==> config.mk <==
export PLATFORM = sky130hd
export DESIGN_NAME = retire_top
export DESIGN_NICKNAME = d
export VERILOG_FILES = /design/src/retire_pkg.sv /design/src/isa_pkg.sv /design/src/commit_if.sv /design/src/retire_op_if.sv /design/src/retire_top.sv /design/src/retire_commit.sv /design/src/retire_ctrl.sv /design/src/retire_capture.sv
export SDC_FILE = /design/constraint.sdc
export NUM_CORES = 1
export LEC_CHECK = 0
export BUFFER_PORTS_ARGS = -buffer_cell sky130_fd_sc_hd__buf_4
export CORE_AREA = 2 2 140 142
export DETAILED_ROUTE_END_ITERATION = 10
export DIE_AREA = 0 0 142 144
export GPL_ROUTABILITY_DRIVEN = 0
export PLACE_DENSITY = 0.76
export RECOVER_POWER = 50
export REMOVE_ABC_BUFFERS = 1
export SKIP_LAST_GASP = 1
export SLEW_MARGIN = 5
export SYNTH_ARGS = -nofsm -noshare
export SYNTH_HDL_FRONTEND = slang
export SYNTH_SLANG_ARGS = --single-unit
==> constraint.sdc <==
create_clock -name clk -period 1.79 [get_ports clk]
set_clock_uncertainty 0.15 [all_clocks]
set_input_delay 0.0895 -clock clk [delete_from_list [all_inputs] [get_ports clk]]
set_output_delay 0.0895 -clock clk [all_outputs]
set_load 0.01 [all_outputs]
==> src/retire_pkg.sv <==
package retire_pkg;

    localparam int TAG_W_DEF = 4;                   // Retire tag bits
    localparam int RET_CNT_W = 32;                  // Retired-op counter bits

    // Byte lanes of a store
    localparam logic [3:0] ST_MASK_B0 = 4'b0001;
    localparam logic [3:0] ST_MASK_B1 = 4'b0010;
    localparam logic [3:0] ST_MASK_B2 = 4'b0100;
    localparam logic [3:0] ST_MASK_B3 = 4'b1000;

    // Half-word lanes
    localparam logic [3:0] ST_MASK_H0 = 4'b0011;
    localparam logic [3:0] ST_MASK_H1 = 4'b1100;

    // Whole word
    localparam logic [3:0] ST_MASK_W  = 4'b1111;

    // True for an aligned byte, half or word mask
    function automatic logic legal_st_mask(input logic [3:0] mask);
        return mask inside {ST_MASK_B0, ST_MASK_B1, ST_MASK_B2, ST_MASK_B3,
                            ST_MASK_H0, ST_MASK_H1, ST_MASK_W};
    endfunction

endpackage

==> src/isa_pkg.sv <==
package isa_pkg;

    // Execution unit, taken from bits 5:3 of the instruction class
    typedef enum logic [2:0] {
        bypass  = 3'b000,                           // Immediate pass-through
        alu     = 3'b001,                           // Add, sub, compares
        logical = 3'b010,                           // And, or, xor
        shifter = 3'b011,                           // Shifts
        branch  = 3'b100,                           // Branches and jumps
        memory  = 3'b101,                           // Loads and stores
        csr     = 3'b110,                           // CSR access
        sys     = 3'b111                            // Environment calls, MRET
    } xu;

    // Instruction class, unit in the upper 3 bits, operation in the lower 3
    typedef enum logic [5:0] {
        OTHER = 6'b000_000, LUI   = 6'b000_001,     // Bypass unit
        ADD   = 6'b001_000, SUB   = 6'b001_001,     // ALU
        SLT   = 6'b001_010, SLTU  = 6'b001_011,
        XOR   = 6'b010_000, OR    = 6'b010_001,     // Logical unit
        AND   = 6'b010_010,
        SLL   = 6'b011_000, SRL   = 6'b011_001,     // Shifter
        SRA   = 6'b011_010,
        BEQ   = 6'b100_000, BNE   = 6'b100_001,     // Branch unit
        BLT   = 6'b100_010, BLTU  = 6'b100_011,
        BGE   = 6'b100_100, BGEU  = 6'b100_101,
        JAL   = 6'b100_110, JALR  = 6'b100_111,
        LB    = 6'b101_000, LBU   = 6'b101_001,     // Memory loads
        LH    = 6'b101_010, LHU   = 6'b101_011,
        LW    = 6'b101_100,
        SB    = 6'b101_101, SH    = 6'b101_110,     // Memory stores
        SW    = 6'b101_111,
        CSRRW = 6'b110_000, CSRRS = 6'b110_001,     // CSR unit
        CSRRC = 6'b110_010,
        ECALL = 6'b111_000, EBREAK = 6'b111_001,    // System
        MRET  = 6'b111_010
    } i_type;

    // Machine cause codes that retire can raise
    typedef enum logic [3:0] {
        NE                  = 4'd0,                 // Nothing to report
        ILLEGAL_INSTRUCTION = 4'd2,
        BREAKPOINT          = 4'd3,
        ECALL_FROM_MMODE    = 4'd11
    } except_code;

endpackage
==> src/commit_if.sv <==
interface commit_if ();

    logic [3:0]  st_mask;                           // Store lanes, zero when no store
    logic [31:0] st_addr;                           // Store address
    logic [31:0] st_data;                           // Store data
    logic        retired;                           // One live op retired this cycle

    // Controller side
    modport src (
        output st_mask,
        output st_addr,
        output st_data,
        output retired
    );

    // Output stage side
    modport dst (
        input  st_mask,
        input  st_addr,
        input  st_data,
        input  retired
    );

endinterface

==> src/retire_op_if.sv <==
interface retire_op_if #(
    parameter int TAG_W = retire_pkg::TAG_W_DEF
) ();
    import isa_pkg::*;

    logic             op_valid;                     // Captured execute strobe
    logic             exception;                    // Illegal instruction flag
    logic [31:0]      instruction;                  // Raw instruction word
    logic [31:0]      npc;                          // PC of the operation
    logic [31:0]      result0;                      // Write-back or store data
    logic [31:0]      result1;                      // Branch target or store address
    logic             jump;                         // Branch taken
    logic             we;                           // Register write request
    logic [TAG_W-1:0] tag;                          // Tag given at fetch
    logic [3:0]       we_mem;                       // Store byte lanes
    logic [31:0]      data_in;                      // Load data from memory
    i_type            i_class;                      // Decoded class

    modport src (
        output op_valid, exception, instruction, npc,
        output result0, result1, jump, we,
        output tag, we_mem, data_in, i_class
    );

    modport dst (
        input  op_valid, exception, instruction, npc,
        input  result0, result1, jump, we,
        input  tag, we_mem, data_in, i_class
    );

endinterface

==> src/retire_top.sv <==
module retire_top #(
    parameter int TAG_W = retire_pkg::TAG_W_DEF
) (
    input  logic                             clk,
    input  logic                             reset,
    // Execute stage
    input  logic                             op_valid,
    input  logic                             exception,
    input  logic [31:0]                      instruction,
    input  logic [31:0]                      npc,
    input  logic [31:0]                      result0,
    input  logic [31:0]                      result1,
    input  logic                             jump,
    input  logic                             we,
    input  logic [TAG_W-1:0]                 tag_in,
    input  logic [3:0]                       we_mem,
    input  logic [31:0]                      data_in,
    input  isa_pkg::i_type                   i_class,
    // Interrupt source
    input  logic                             irq_pending,
    // Register bank, fetch and CSR side
    output logic                             reg_we,
    output logic [31:0]                      wr_data,
    output logic                             jump_out,
    output logic [31:0]                      new_pc,
    output logic                             raise_exception,
    output isa_pkg::except_code              exception_code,
    output logic                             machine_return,
    output logic                             irq_ack,
    output logic [TAG_W-1:0]                 curr_tag,
    // Data memory write port
    output logic [3:0]                       mem_write,
    output logic [31:0]                      mem_addr,
    output logic [31:0]                      mem_data,
    output logic [retire_pkg::RET_CNT_W-1:0] retired_count
);

    retire_op_if #(.TAG_W(TAG_W)) op_bus ();        // Captured op
    commit_if                     cm_bus ();        // Store and retire events

    retire_capture #(.TAG_W(TAG_W)) capture_i (
        .clk         (clk),
        .reset       (reset),
        .op_valid    (op_valid),
        .exception   (exception),
        .instruction (instruction),
        .npc         (npc),
        .result0     (result0),
        .result1     (result1),
        .jump        (jump),
        .we          (we),
        .tag_in      (tag_in),
        .we_mem      (we_mem),
        .data_in     (data_in),
        .i_class     (i_class),
        .op          (op_bus.src)
    );

    retire_ctrl #(.TAG_W(TAG_W)) ctrl_i (
        .clk             (clk),
        .reset           (reset),
        .op              (op_bus.dst),
        .irq_pending     (irq_pending),
        .reg_we          (reg_we),
        .wr_data         (wr_data),
        .jump_out        (jump_out),
        .new_pc          (new_pc),
        .raise_exception (raise_exception),
        .exception_code  (exception_code),
        .machine_return  (machine_return),
        .irq_ack         (irq_ack),
        .curr_tag        (curr_tag),
        .cm              (cm_bus.src)
    );

    retire_commit commit_i (
        .clk           (clk),
        .reset         (reset),
        .cm            (cm_bus.dst),
        .mem_write     (mem_write),
        .mem_addr      (mem_addr),
        .mem_data      (mem_data),
        .retired_count (retired_count)
    );

endmodule

==> src/retire_commit.sv <==
module retire_commit (
    input  logic                           clk,
    input  logic                           reset,
    commit_if.dst                          cm,
    output logic [3:0]                     mem_write,      // Data memory byte enables
    output logic [31:0]                    mem_addr,
    output logic [31:0]                    mem_data,
    output logic [retire_pkg::RET_CNT_W-1:0] retired_count
);
    import retire_pkg::*;

    // Write strobe, zero when no store retires
    always_ff @(posedge clk or negedge reset) begin
        if (!reset) begin
            mem_write <= '0;
        end else begin
            mem_write <= cm.st_mask;
        end
    end

    // Address and data released to zero when idle
    always_ff @(posedge clk) begin
        if (cm.st_mask != 4'b0000) begin
            mem_addr <= cm.st_addr;
            mem_data <= cm.st_data;
        end else begin
            mem_addr <= '0;
            mem_data <= '0;
        end
    end

    // Live ops only
    always_ff @(posedge clk or negedge reset) begin
        if (!reset) begin
            retired_count <= '0;
        end else if (cm.retired) begin
            retired_count <= retired_count + 1'b1;
        end
    end

    // Execute sends only aligned lane patterns
    a_legal_mask: assert property (@(posedge clk) disable iff (!reset)
        (mem_write != 4'b0000) |-> legal_st_mask(mem_write))
        else $error("retire: illegal store mask %b", mem_write);

endmodule

==> src/retire_ctrl.sv <==
module retire_ctrl #(
    parameter int TAG_W = retire_pkg::TAG_W_DEF
) (
    input  logic                clk,
    input  logic                reset,
    retire_op_if.dst            op,
    input  logic                irq_pending,        // Level from interrupt source
    output logic                reg_we,             // Register bank write enable
    output logic [31:0]         wr_data,            // Register bank write data
    output logic                jump_out,           // Redirect fetch
    output logic [31:0]         new_pc,             // Redirect target
    output logic                raise_exception,
    output isa_pkg::except_code exception_code,
    output logic                machine_return,
    output logic                irq_ack,
    output logic [TAG_W-1:0]    curr_tag,
    commit_if.src               cm
);
    import isa_pkg::*;

    logic [TAG_W-1:0] tag_q;                        // Retire tag
    logic             killed;                       // Op is dropped
    logic             flow_change;                  // Live op changes control flow
    xu                xu_sel;                       // Unit that produced the op
    logic [31:0]      load_data;                    // Extended load value

    // Wrong-path ops carry a stale tag
    assign killed = !op.op_valid || (op.tag != tag_q);

    assign xu_sel = xu'(op.i_class[5:3]);

    // Load extension by access width
    always_comb begin
        case (op.i_class)
            LB:      load_data = {{24{op.data_in[7]}}, op.data_in[7:0]};
            LBU:     load_data = {24'h000000, op.data_in[7:0]};
            LH:      load_data = {{16{op.data_in[15]}}, op.data_in[15:0]};
            LHU:     load_data = {16'h0000, op.data_in[15:0]};
            LW:      load_data = op.data_in;
            default: load_data = '0;                // Stores write back nothing
        endcase
    end

    // Write-back
    assign reg_we  = !killed && op.we;
    assign wr_data = (xu_sel == memory) ? load_data : op.result0;

    // Branch redirect
    assign jump_out = !killed && op.jump;
    assign new_pc   = jump_out ? op.result1 : '0;

    // Traps in priority order, interrupt last
    always_comb begin
        raise_exception = 1'b0;
        exception_code  = NE;
        machine_return  = 1'b0;
        irq_ack         = 1'b0;
        if (!killed) begin
            if (op.exception) begin                 // Decode flagged illegal
                raise_exception = 1'b1;
                exception_code  = ILLEGAL_INSTRUCTION;
            end else if (op.i_class == ECALL) begin
                raise_exception = 1'b1;
                exception_code  = ECALL_FROM_MMODE;
            end else if (op.i_class == EBREAK) begin
                raise_exception = 1'b1;
                exception_code  = BREAKPOINT;
            end else if (op.i_class == MRET) begin
                machine_return = 1'b1;
            end else if (irq_pending && !op.jump) begin
                irq_ack = 1'b1;                     // Taken only on a sequential op
            end
        end
    end

    assign flow_change = jump_out || raise_exception || machine_return || irq_ack;

    // Tag moves on every change of flow and wraps
    always_ff @(posedge clk or negedge reset) begin
        if (!reset) begin
            tag_q <= '0;
        end else if (flow_change) begin
            tag_q <= tag_q + 1'b1;
        end
    end

    assign curr_tag = tag_q;

    // Store request and retire pulse to the output stage
    assign cm.st_mask = killed ? 4'b0000 : op.we_mem;
    assign cm.st_addr = op.result1;
    assign cm.st_data = op.result0;
    assign cm.retired = !killed;

    // At most one trap-type event per op
    a_one_event: assert property (@(posedge clk) disable iff (!reset)
        $onehot0({raise_exception, machine_return, irq_ack}))
        else $error("retire: more than one trap event");

    // An interrupt never lands on a taken branch
    a_no_jump_irq: assert property (@(posedge clk) disable iff (!reset)
        !(jump_out && irq_ack))
        else $error("retire: irq_ack with jump_out");

    // Execute hands over fully known ops under a valid strobe
    a_live_known: assert property (@(posedge clk) disable iff (!reset)
        !killed |-> !$isunknown({op.instruction, op.npc, op.i_class}))
        else $error("retire: live op with unknown fields");

endmodule

==> src/retire_capture.sv <==
module retire_capture #(
    parameter int TAG_W = retire_pkg::TAG_W_DEF
) (
    input  logic             clk,
    input  logic             reset,
    input  logic             op_valid,              // Execute has an op this cycle
    input  logic             exception,
    input  logic [31:0]      instruction,
    input  logic [31:0]      npc,
    input  logic [31:0]      result0,
    input  logic [31:0]      result1,
    input  logic             jump,
    input  logic             we,
    input  logic [TAG_W-1:0] tag_in,
    input  logic [3:0]       we_mem,
    input  logic [31:0]      data_in,
    input  isa_pkg::i_type   i_class,
    retire_op_if.src         op
);

    // Valid strobe is the only control bit here
    always_ff @(posedge clk or negedge reset) begin
        if (!reset) begin
            op.op_valid <= 1'b0;                    // Nothing to retire out of reset
        end else begin
            op.op_valid <= op_valid;
        end
    end

    // Operation payload, qualified by op_valid downstream
    always_ff @(posedge clk) begin
        op.exception   <= exception;
        op.instruction <= instruction;
        op.npc         <= npc;
        op.result0     <= result0;
        op.result1     <= result1;
        op.jump        <= jump;
        op.we          <= we;
        op.tag         <= tag_in;
        op.we_mem      <= we_mem;
        op.data_in     <= data_in;                  // Load data arrives with the op
        op.i_class     <= i_class;
    end

endmodule

After elaboration in Yosys (flattened, before gate mapping)

Index checks and enable logic that the tools add are counted.

Add/sub/neg operators: 2
Shift-type cells: 0
Eq/ne operators: 10
Div/mod/pow operators: 0
Magnitude comparators: 0
Muxes and demuxes: 23
Bitwise logic cells: 0
Multiply operators: 0
Reduce and logical (&&, ||, !) cells: 11

Operators by type and width:

| kind                    | count |
|---|---|
| $pmux W32 S5            | 1 |
| $mux W32                | 2 |
| $eq A6 B6 Y1 const B    | 8 |
| $add A32 B1 Y32 const B | 1 |
| $mux W4                 | 4 |
| $mux W1                 | 15 |
| $add A4 B1 Y4 const B   | 1 |
| $logic_or A1 B1 Y1      | 4 |
| $ne A4 B4 Y1            | 1 |
| $reduce_bool A4 Y1      | 1 |
| $eq A3 B3 Y1 const B    | 1 |
| $logic_and A1 B1 Y1     | 3 |
| $logic_not A1 Y1        | 3 |
| $mux W2                 | 1 |

Bits in registers: 218
Memory bits (read-only): 0
Logic and storage cells: 61
Output and inout bits: 177
Memories kept: 0
Input bits: 181
Bits in latches: 0
Bits in writable memories: 0

Longest topological paths before layout

Gate-level depths: netlist (run 1).

Word-level depth: 9
Mapped depth: 7
Mapped depth without buffers: 5

By module

From an unflattened synthesis (run 1), not the netlist that was laid out.

Cell total of the unflattened synthesis: 639
Area, all modules: 8294.2 µm²

Modules (own cells, without submodules):

| module         | cells each | seq. area each (µm²) | area an instance (µm²) | instances |
|---|---|---|---|---|
| retire_capture | 178        | 3568.4               | 3568.4                 | 1 |
| retire_commit  | 270        | 2182.1               | 3256.9                 | 1 |
| retire_ctrl    | 191        | 100.1                | 1468.9                 | 1 |

Worst setup path after synthesis (run 1)

OpenSTA, ideal clock, no wires.

Kind: reg-to-output
Start: reg ctrl_i.tag_q[1] (netlist: ctrl_i.curr_tag[1])
End: out exception_code[3]
Buffers on the path: 1
Arrival time: 1619 ps
Setup slack: -69 ps
Cell stages (with the launch flop): 6
Cells stage by stage: dfrtp_1 > xnor2_1 > nand3_2 > or2_1 > buf_4 > nor4_1

Cells in the longest elaborated chain, start to end: 3

RTL lines:

| item                   | RTL line          | text |
|---|---|---|
| start, declared        | retire_ctrl.sv:21 | `logic [TAG_W-1:0] tag_q;` |
| start signal, assigned | retire_ctrl.sv:83 | `tag_q <= tag_q + 1'b1;` |
| $ne A4 B4 Y1           | retire_ctrl.sv:28 | `assign killed = !op.op_valid \|\| (op.tag != tag_q);` |
| $logic_or A1 B1 Y1     | retire_ctrl.sv:28 |  |
| $mux W4                | retire_ctrl.sv:58 | `if (!killed) begin` |
| end, declared          | retire_top.sv:27  | `output isa_pkg::except_code exception_code,` |

Every way passes these cells.

Worst setup path after layout (run 1)

Start: reg capture_i.op.i_class[4]
End: out wr_data[24]

Cells in the longest elaborated chain, start to end: 3
Elaborated cells on any way between the ends: 8
Classes of those cells: eq/ne (6); mux (2)

RTL lines:

| item            | RTL line           | text |
|---|---|---|
| start, declared | retire_op_if.sv:22 | `output tag, we_mem, data_in, i_class` |
| $eq A6 B6 Y1    | retire_ctrl.sv:34  | `case (op.i_class)` |
| $pmux W32 S5    | retire_ctrl.sv:34  |  |
| $mux W32 (*)    | retire_ctrl.sv:46  | `assign wr_data = (xu_sel == memory) ? load_data : op.result0;` |
| end, declared   | retire_top.sv:23   | `output logic [31:0] wr_data,` |

Every way passes the cells marked *; elsewhere a longest branch is shown, timed or not.

==> results of run 1 <==
[what timing repair did]
item | 4_1_cts | 5_1_grt
setup buffers | 20 | 17
endpoints found under the setup margin | 152 | 172
cloned | 10 | 7
resized for setup | 75 | 92
pin swaps | 42 | 60
hold buffers | 116 | 0
endpoints found under the hold margin | 155 | 0
[sequential cells by signal (all words and copies together), names as in the netlist, 6 cells and up]
name and flops:
commit_i.retired_count 32, capture_i.op.data_in 32, commit_i.mem_data 32, capture_i.op.i_class 6
commit_i.mem_addr 32, capture_i.op.result1 32, capture_i.op.result0 32
[power breakdown]
| part | leakage (nW) | internal, mW | switching, mW |
|---|---|---|---|
| Sequential | 2.03 | 5.16 | 0.153 |
| Combinational | 3.36 | 1.29 | 0.882 |
| Clock | 0.407 | 3.05 | 1.96 |
| Total | 5.80 | 9.50 | 3.00 |
[synth_stat cells, drive strengths merged]
| cell type | number | area [sq um] |
|---|---|---|
| mux2 | 2 | 22.5 |
| nand4b | 1 | 8.76 |
| dfrtp | 41 | 1030 |
| and2 | 76 | 475 |
| nor2 | 12 | 61.3 |
| xor2 | 3 | 26.3 |
| conb | 1 | 3.75 |
| inv | 1 | 3.75 |
| nand3 | 20 | 105 |
| and3 | 38 | 238 |
| buf | 13 | 110 |
| nor2b | 1 | 6.26 |
| dfxtp | 177 | 3540 |
| nand2b | 2 | 12.5 |
| nor3 | 7 | 51.3 |
| nand2 | 8 | 30.0 |
| ha | 2 | 25.0 |
| mux2i | 1 | 10.0 |
| xnor2 | 35 | 307 |
| nor4 | 7 | 65.1 |
| a22o | 8 | 70.1 |
| and4 | 1 | 8.76 |
| nand4 | 16 | 100 |
| or2 | 2 | 12.5 |
| clkbuf | 11 | 42.5 |
| a21oi | 2 | 10.0 |
| o21a | 1 | 7.51 |
| o21ai | 1 | 5.00 |
| a221o | 24 | 240 |
| nand3b | 1 | 7.51 |
[layer usage]
layer | up-vias | track usage | share of wire
met2 | 296 | 0.401 | 0.51
met5 | - | 0 | 0
met1 | 2881 | 0.248 | 0.39
met3 | 54 | 0.0579 | 0.071
met4 | 0 | 0.0926 | 0.031
li1 | 2784 | - | -
[how the worst min path moves through the flow]
stage	endpoint	slack, ns	cells past startpoint
2_1_floorplan	capture_i.op.op_valid	-0.36	0
3_3_place_gp	capture_i.op.op_valid	-0.05	1
3_5_place_dp	capture_i.op.op_valid	-0.05	1
4_1_cts	capture_i.op.result0[5]	0.06	2
5_1_grt	capture_i.op.result1[15]	0.08	2
6_report	capture_i.op.result0[5]	0.09	2
[kinds of logic after synthesis]
logic type / after synthesis / share of synthesized area
other: 1 / 0.000565
XOR/XNOR: 38 / 0.0502
multiplexers: 3 / 0.00490
adder cells (fa/ha/maj): 2 / 0.00377
flip-flops: 218 / 0.689
AND/OR/NAND/NOR: 192 / 0.178
buffers and inverters: 25 / 0.0236
AO/OA/AOI/OAI: 36 / 0.0502
[final cells by class]
cell class / count / area [sq um]
diodes: 1 / 2.50
clock buffers: 37 / 761
clock inverters: 5 / 53.8
fillers: 1317 / 6600
inverters: 1 / 3.75
multi-input cells: 272 / 2300
flip-flops and latches: 218 / 4570
well taps: 238 / 298
repair buffers: 499 / 4490
[through the flow]
stage | hold slack [ns] | std cells | power (mW) | instance area, sq um | setup TNS [ns]
floorplan | -0.356 | 491 | 5.89 | 6480 | -48.56
global placement | -0.0530 | 1068 | 6.80 | 9380 | -11.25
detailed placement | -0.0455 | 1068 | 6.83 | 9380 | -14.72
CTS | 0.0577 | 1256 | 12.3 | 12100 | -54.45
global route | 0.0839 | 1270 | 12.9 | 12500 | -65.58
finish | 0.0893 | 1271 | 12.5 | 12500 | -49.72
[critical path: stages (launching register included)]
cell	delay, ns
dfxtp_2	0.32
nand3b_1	0.22
buf_6	0.18
nor4_4	0.34
buf_6	0.18
a221o_1	0.17
buf_6	0.13
==> flow_summary.ini, run 1 <==
[outcome]
status = finished, violations left
violations = negative setup slack

[finish]
layout_commonest_cell = buf_4
final_cell_mix = buf_4, dfxtp_1, dlygate4sd3_1
final_core_util = 0.654
drive_gt1_frac = 0.466
area.growth.synth_to_final_pct = 88.0
fin_nets = 1198

[sta]
fmax_mhz = 438
post-route-period-util = 1.28
maxSlewViolCount = 0
worst_slack_ns = -0.494
finalHoldViolCount = 0
setup_violations = 171
relSlewSlack = 0.650
grt_setup_unrepaired = yes
period_needed_ns = 2.28
worst_pin_slew_ns = 0.525

[synthesis]
ys_seq_area_frac = 0.689
ys_types = 41
avgSynthCellArea_sq_um = 12.9
ys_warn_count = 0
syn_inst = 515
synth_seq_cells = 218
netlist_area_sq_um = 6640

[power]
peakVddDrop_uv = 818
p_per_area_nw_per_um2 = 1000
p_leak_nw = 5.80

[critical_path]
crit_required_ns = 1.55
reg2reg_from = ctrl_i.curr_tag[3]
start_kind = register
r2r_cells = 9
rr_endpoint = commit_i.mem_addr[0]
crit_end = wr_data[24]
crit_start = capture_i.op.i_class[4]
reg2reg_slack_ns = -0.35
worstPathMaxFanout = 5
crit_type = register to output port
cp-end-kind = output port
arrival_ns = 2.04

[global_routing]
grt_pass1_wl_microns = 34800
grt_overflow = 0
grt_pass1_vias = 6293
antenna_found_initial = 1
grtUsageTotal = 0.222
grt_max_degree = 42

[route]
drc = 0
vias = 6015
wl_per_cell_microns = 19.2
avgViaCountPerCell = 4.73
drt_iter0_drc = 179
drt_wl_total_microns = 24500
first_pass_iters = 6
ant_nets = 0

[flow_run]
maxCapViolations = 0

[place]
hpwlAfterDp_microns = 13300
post-place-ws_ns = -0.265
port-buffer-count = 292

[floorplan]
io_pins = 358
rows = 51
die-width_microns = 142
core_sq_um = 19100
dieArea_sq_um = 20400
fp.dieH_microns = 144
initial_core_util = 0.348

[worst_hold_path]
hp-class = primary input to register
hp-start = result0[5]

[clocking]
htree_num_levels = 1
insertion_delay_ns = 0.50
clock_sinks = 218
clk_path_buf_depth = 3
cts_inserted_buffers = 23
root_buffer = clkbuf_16
cts.clk_slew.worst_paths_ns = 0.06
cts_tree = yes
Note: power is estimated with default switching activity, not from simulation.
==> inputs of run 2 (changes only) <==
Settings changed: CORE_AREA 2 2 140 142 to default, CORE_MARGIN from default to 1, CORE_UTILIZATION from default to 43, DIE_AREA 0 0 142 144 to default, PLACE_DENSITY 0.76 to 0.84, SYNTH_HIERARCHICAL from default to 1.
==> run 2 against run 1 <==
Against the previous run:
- the run still ends with negative setup slack left
- largest power group unchanged
- synthesized area increased by 5.7%
- synthesized cell count increased by 12%
- critical endpoint is now machine_return
- cell count decreased by 1.5%
- worst setup slack got worse by 0.27 ns
==> flow_summary.ini, run 2 <==
[floorplan]
fp.dieH_microns = 130
rows = 46
die-width_microns = 130
initial_core_util = 0.441
dieArea_sq_um = 16800
core_sq_um = 15900
io_pins = 358

[finish]
area.growth.synth_to_final_pct = 80.1
layout_commonest_cell = buf_4
stdcell_area_sq_um = 12600
final_cell_mix = buf_4, dfxtp_1, dlygate4sd3_1
fin_nets = 1201
drive_gt1_frac = 0.480

[critical_path]
cp-end-kind = output port
slowest_stage = or3b_4
worst-path-buf-inv = 2
crit_required_ns = 1.55
path_cells = xor2_2 -> nor4_4 -> buf_6 -> or3b_4 -> nor3b_2 -> buf_4
start_kind = register
worstPathMaxFanout = 4
reg2reg_slack_ns = -0.63
cp_slowest_stage_delay_ns = 0.43
arrival_ns = 2.32
crit_type = register to output port
crit_family = simple AND/OR/NAND/NOR gates

[clocking]
cts_tree = yes
cts.clk_slew.worst_paths_ns = 0.06
root_buffer = clkbuf_16
htree_num_levels = 1
clk_path_buf_depth = 3
cts_inserted_buffers = 22
insertion_delay_ns = 0.51
clock_sinks = 218

[global_routing]
grt_pass1_wl_microns = 34900
grt_max_degree = 42
antenna_found_initial = 0
top_usage_layer = met2
globalRouteMet1Util = 0.298
met3_usage = 0.0767
grt_pass1_vias = 6471
grt_overflow = 0
globalRouteMet2Util = 0.504
grtUsageTotal = 0.274

[power]
p_total_mw = 13.0
power_frac_comb = 0.181
peakVddDrop_uv = 859
intPower_mw = 9.83
p_sw_frac = 0.245
p_leak_nw = 6.18
seq_power_share = 0.416
power_switching_mw = 3.18
p_per_area_nw_per_um2 = 1030
clockPowerShare = 0.402

[sta]
period_needed_ns = 2.56
fmax_mhz = 391
worst_pin_slew_ns = 0.665
worst_slack_ns = -0.768
setup_violations = 173
finalHoldViolCount = 0
post-route-period-util = 1.43
relSlewSlack = 0.557
grt_setup_unrepaired = yes
maxSlewViolCount = 0

[outcome]
status = finished, violations left
violations = negative setup slack

[synthesis]
avgSynthCellArea_sq_um = 12.2
syn_inst = 575
netlist_area_sq_um = 7010
ys_warn_count = 6

[route]
vias = 6279
drt_wl_total_microns = 27300
ant_nets = 0
avgViaCountPerCell = 5.02
drc = 0
drt_iter0_drc = 331
first_pass_iters = 5
wl_per_cell_microns = 21.8

[place]
hpwlAfterDp_microns = 12800
port-buffer-count = 292
placed_area_sq_um = 9380

[flow_run]
maxCapViolations = 0

[worst_hold_path]
hp-class = primary input to register
==> run 2: power by group through the flow <==
stage / clock [mW] / sequential [mW] / combinational (mW)
2_1_floorplan: 0 / 5.59 / 0.452
4_1_cts: 5.20 / 5.38 / 1.92
3_3_place_gp: 0 / 5.45 / 1.56
5_1_grt: 5.45 / 5.44 / 2.48
6_report: 5.23 / 5.41 / 2.36
3_5_place_dp: 0 / 5.47 / 1.59
==> run 2: stage by stage <==
stage / utilization / hold WS [ns] / worst slack [ns] / instances / setup TNS, ns
5_1_grt: 0.795 / 0.0639 / -0.862 / 1250 / -101.77
6_report: 0.795 / 0.0692 / -0.768 / 1252 / -86.89
3_5_place_dp: 0.590 / -0.0578 / -0.495 / 1054 / -40.88
4_1_cts: 0.756 / 0.0648 / -0.823 / 1230 / -75.01
3_3_place_gp: 0.590 / -0.0563 / -0.423 / 1054 / -33.96
2_1_floorplan: - / -0.356 / -4.33 / 488 / -353.13
==> run 2: timing repair <==
item,in CTS,in global routing
buffers inserted,16,19
gates resized for setup,96,94
pin swaps,40,33
endpoints found under the setup margin,164,174
hold buffers,116,0
gates cloned,4,9
endpoints found under the hold margin,155,0
==> run 2: worst reg2reg max path, cell delays in order (launching register included) <==
cell and delay (ns):
dfrtp_1 0.42, xor2_2 0.18, nor4_4 0.31, buf_4 0.17, nand4_1 0.15, or3_4 0.42
buf_8 0.17, nor3_4 0.13, xor2_1 0.23
==> run 2: path summary, 6_finish.rpt <==
path | startpoint | to | cells after the start
worst max-delay path | ctrl_i/curr_tag[3] | machine_return | 6
max in group asynchronous | reset | commit_i/retired_count[2] | 3
worst min register to register | capture_i/op.result1[24] | commit_i/mem_addr[24] | 1
worst max register to register | ctrl_i/curr_tag[3] | commit_i/retired_count[29] | 8
min in group asynchronous | reset | commit_i/retired_count[20] | 3
worst min-delay path | irq_pending | ctrl_i/curr_tag[1] | 4
==> run 2: cell type report <==
class                   count  area [sq um]
repair buffers            506          4440
diodes                      2          5.00
well taps                 216           270
multi-input cells         261          2480
fillers                   798          3250
flip-flops and latches    218          4570
clock inverters            10           175
inverters                   9          33.8
clock buffers              30           653
==> run 2: metal layers <==
metal  vias to the layer above  share of wire  wire length [microns]
met3                        83          0.085                   2320
li1                       2752              -                      -
met1                      3061           0.35                   9600
met2                       383           0.53                  14400
met4                         0          0.036                    996
met5                         -              0                      0
==> inputs of run 3 (changes only) <==
--- a/config.mk
+++ b/config.mk
@@ -8,4 +8,5 @@
 export BUFFER_PORTS_ARGS = -buffer_cell sky130_fd_sc_hd__buf_4
+export CORE_ASPECT_RATIO = 0.8
 export CORE_MARGIN = 1
-export CORE_UTILIZATION = 43
+export CORE_UTILIZATION = 45
 export DETAILED_ROUTE_END_ITERATION = 10
==> constraint.sdc (replaced) <==
create_clock -name clk -period 3.2 [get_ports clk]
set_clock_uncertainty 0.15 [all_clocks]
set_input_delay 0.16 -clock clk [delete_from_list [all_inputs] [get_ports clk]]
set_output_delay 0.16 -clock clk [all_outputs]
set_load 0.05 [all_outputs]
==> run 3 against run 2 <==
Against the previous run:
- cell area fell by 16%
- largest power group unchanged
- non-clock buffer count fell by 91
- the run ends with max-capacitance violations, max-slew violations left
- sequential power fell by 44%
- die area fell by 4.4%
- first-iteration DRC count fell by 2.1%
- critical path depth fell by 2
==> flow_summary.ini, run 3 (same netlist as run 2, synthesis figures left out) <==
[critical_path]
cp-end-kind = output port
start_kind = register
reg2reg_slack_ns = 0.42
crit_type = register to output port
crit_required_ns = 2.89
arrival_ns = 2.71
worstPathMaxFanout = 14

[clocking]
htree_num_levels = 1
cts.clk_slew.worst_paths_ns = 0.07
insertion_delay_ns = 0.50
clock_sinks = 218
root_buffer = clkbuf_16
cts_inserted_buffers = 21
clk_path_buf_depth = 3
cts_tree = yes

[floorplan]
rows = 40
dieArea_sq_um = 16100
initial_core_util = 0.464
fp.dieH_microns = 114
io_pins = 358
die-width_microns = 142
core_sq_um = 15100

[flow_run]
maxCapViolations = 1

[route]
first_pass_iters = 4
vias = 5585
drt_iter0_drc = 324
wl_per_cell_microns = 18.6
drt_wl_total_microns = 21400
avgViaCountPerCell = 4.85
drc = 0
ant_nets = 0

[place]
port-buffer-count = 292
hpwlAfterDp_microns = 11800
dp_cells = 997
post-place-ws_ns = 0.487
placed_area_sq_um = 8960

[sta]
worst_slack_ns = 0.182
grt_setup_unrepaired = no
fmax_mhz = 331
setup_violations = 0
maxSlewViolCount = 42
hold_ws_ns = 0.0598
relSlewSlack = -0.451
worst_pin_slew_ns = 2.18
post-route-period-util = 0.943
period_needed_ns = 3.02
fin_tns_setup_ns = 0
finalHoldViolCount = 0

[finish]
layout_commonest_cell = dfxtp_1
final_cell_mix = dfxtp_1, buf_4, dlygate4sd3_1
stdcell_area_sq_um = 10600
seq_area_sq_um = 4570
final_cell_count_no_fill = 1151
multi_input_area_sq_um = 1840
fin_nets = 1109
diodes = 0
area.growth.synth_to_final_pct = 50.9
final_core_util = 0.700
drive_gt1_frac = 0.298
fill_cells = 1049

[power]
p_leak_nw = 4.91
peakVddDrop_uv = 456
p_per_area_nw_per_um2 = 649
p_total_mw = 6.87

[global_routing]
grt_overflow = 0
grt_pass1_vias = 5864
grtUsageTotal = 0.260
grt_pass1_wl_microns = 32200
grt_max_degree = 65
antenna_found_initial = 0

[outcome]
violations = max-capacitance violations, max-slew violations
status = finished, violations left

[worst_hold_path]
hp-class = primary input to register
## run 3: changes by cell type in the layout (fill, tap and decap cells not counted), moves of 10 or more
cell	change
buf_6	-32
nor3_1	+11
clkbuf_1	+46
nor2b_4	-27
nor2b_1	+27
buf_4	-85
nor3_4	-10
nor2_1	+13
nor2_4	-13
## run 3: timing repair
item                                    CTS  global route
endpoints found under the setup margin    1             2
hold buffers                            115             0
setup buffers                             0             1
pin swaps                                 0             1
gates cloned                              0             0
endpoints found under the hold margin   155             0
gates resized for setup                   1             3
## run 3: area by class of cell
cell class	instances	area share
Sequential cell	218	0.432
Timing Repair Buffer	415	0.301
Multi-Input combinational cell	261	0.174
Clock buffer	29	0.0582
Tap cell	210	0.0248
Clock inverter	9	0.00745
Inverter	9	0.00319
## run 3: layer usage
layer,track usage,wire [microns],share of wire
met1,0.292,8050,0.38
met2,0.458,10800,0.50
met3,0.0835,1850,0.086
met4,0.100,779,0.036
met5,0,0,0
## run 3: worst paths after layout
check | from | end | cells after the start
max | capture_i/op.i_class[4] | wr_data[14] | 4
min | irq_pending | ctrl_i/curr_tag[2] | 4
max reg2reg | ctrl_i/curr_tag[1] | commit_i/retired_count[23] | 8
min reg2reg | capture_i/op.result1[18] | commit_i/mem_addr[18] | 1
max in group asynchronous | reset | ctrl_i/curr_tag[2] | 2
min in group asynchronous | reset | commit_i/retired_count[19] | 2
## run 3: worst max-delay path, stage by stage (launching register included)
cell and delay (ns):
dfxtp_1 0.33, nand3b_1 0.52, nor3_1 0.94, a221o_1 0.23, buf_4 0.20
## run 3: report_power, final
group	switching, mW	internal (mW)	total (mW)	leakage (nW)
clock	1.04	1.43	2.47	0.351
combinational	0.916	0.445	1.36	2.53
sequential	0.117	2.92	3.04	2.03
total	2.07	4.80	6.87	4.91
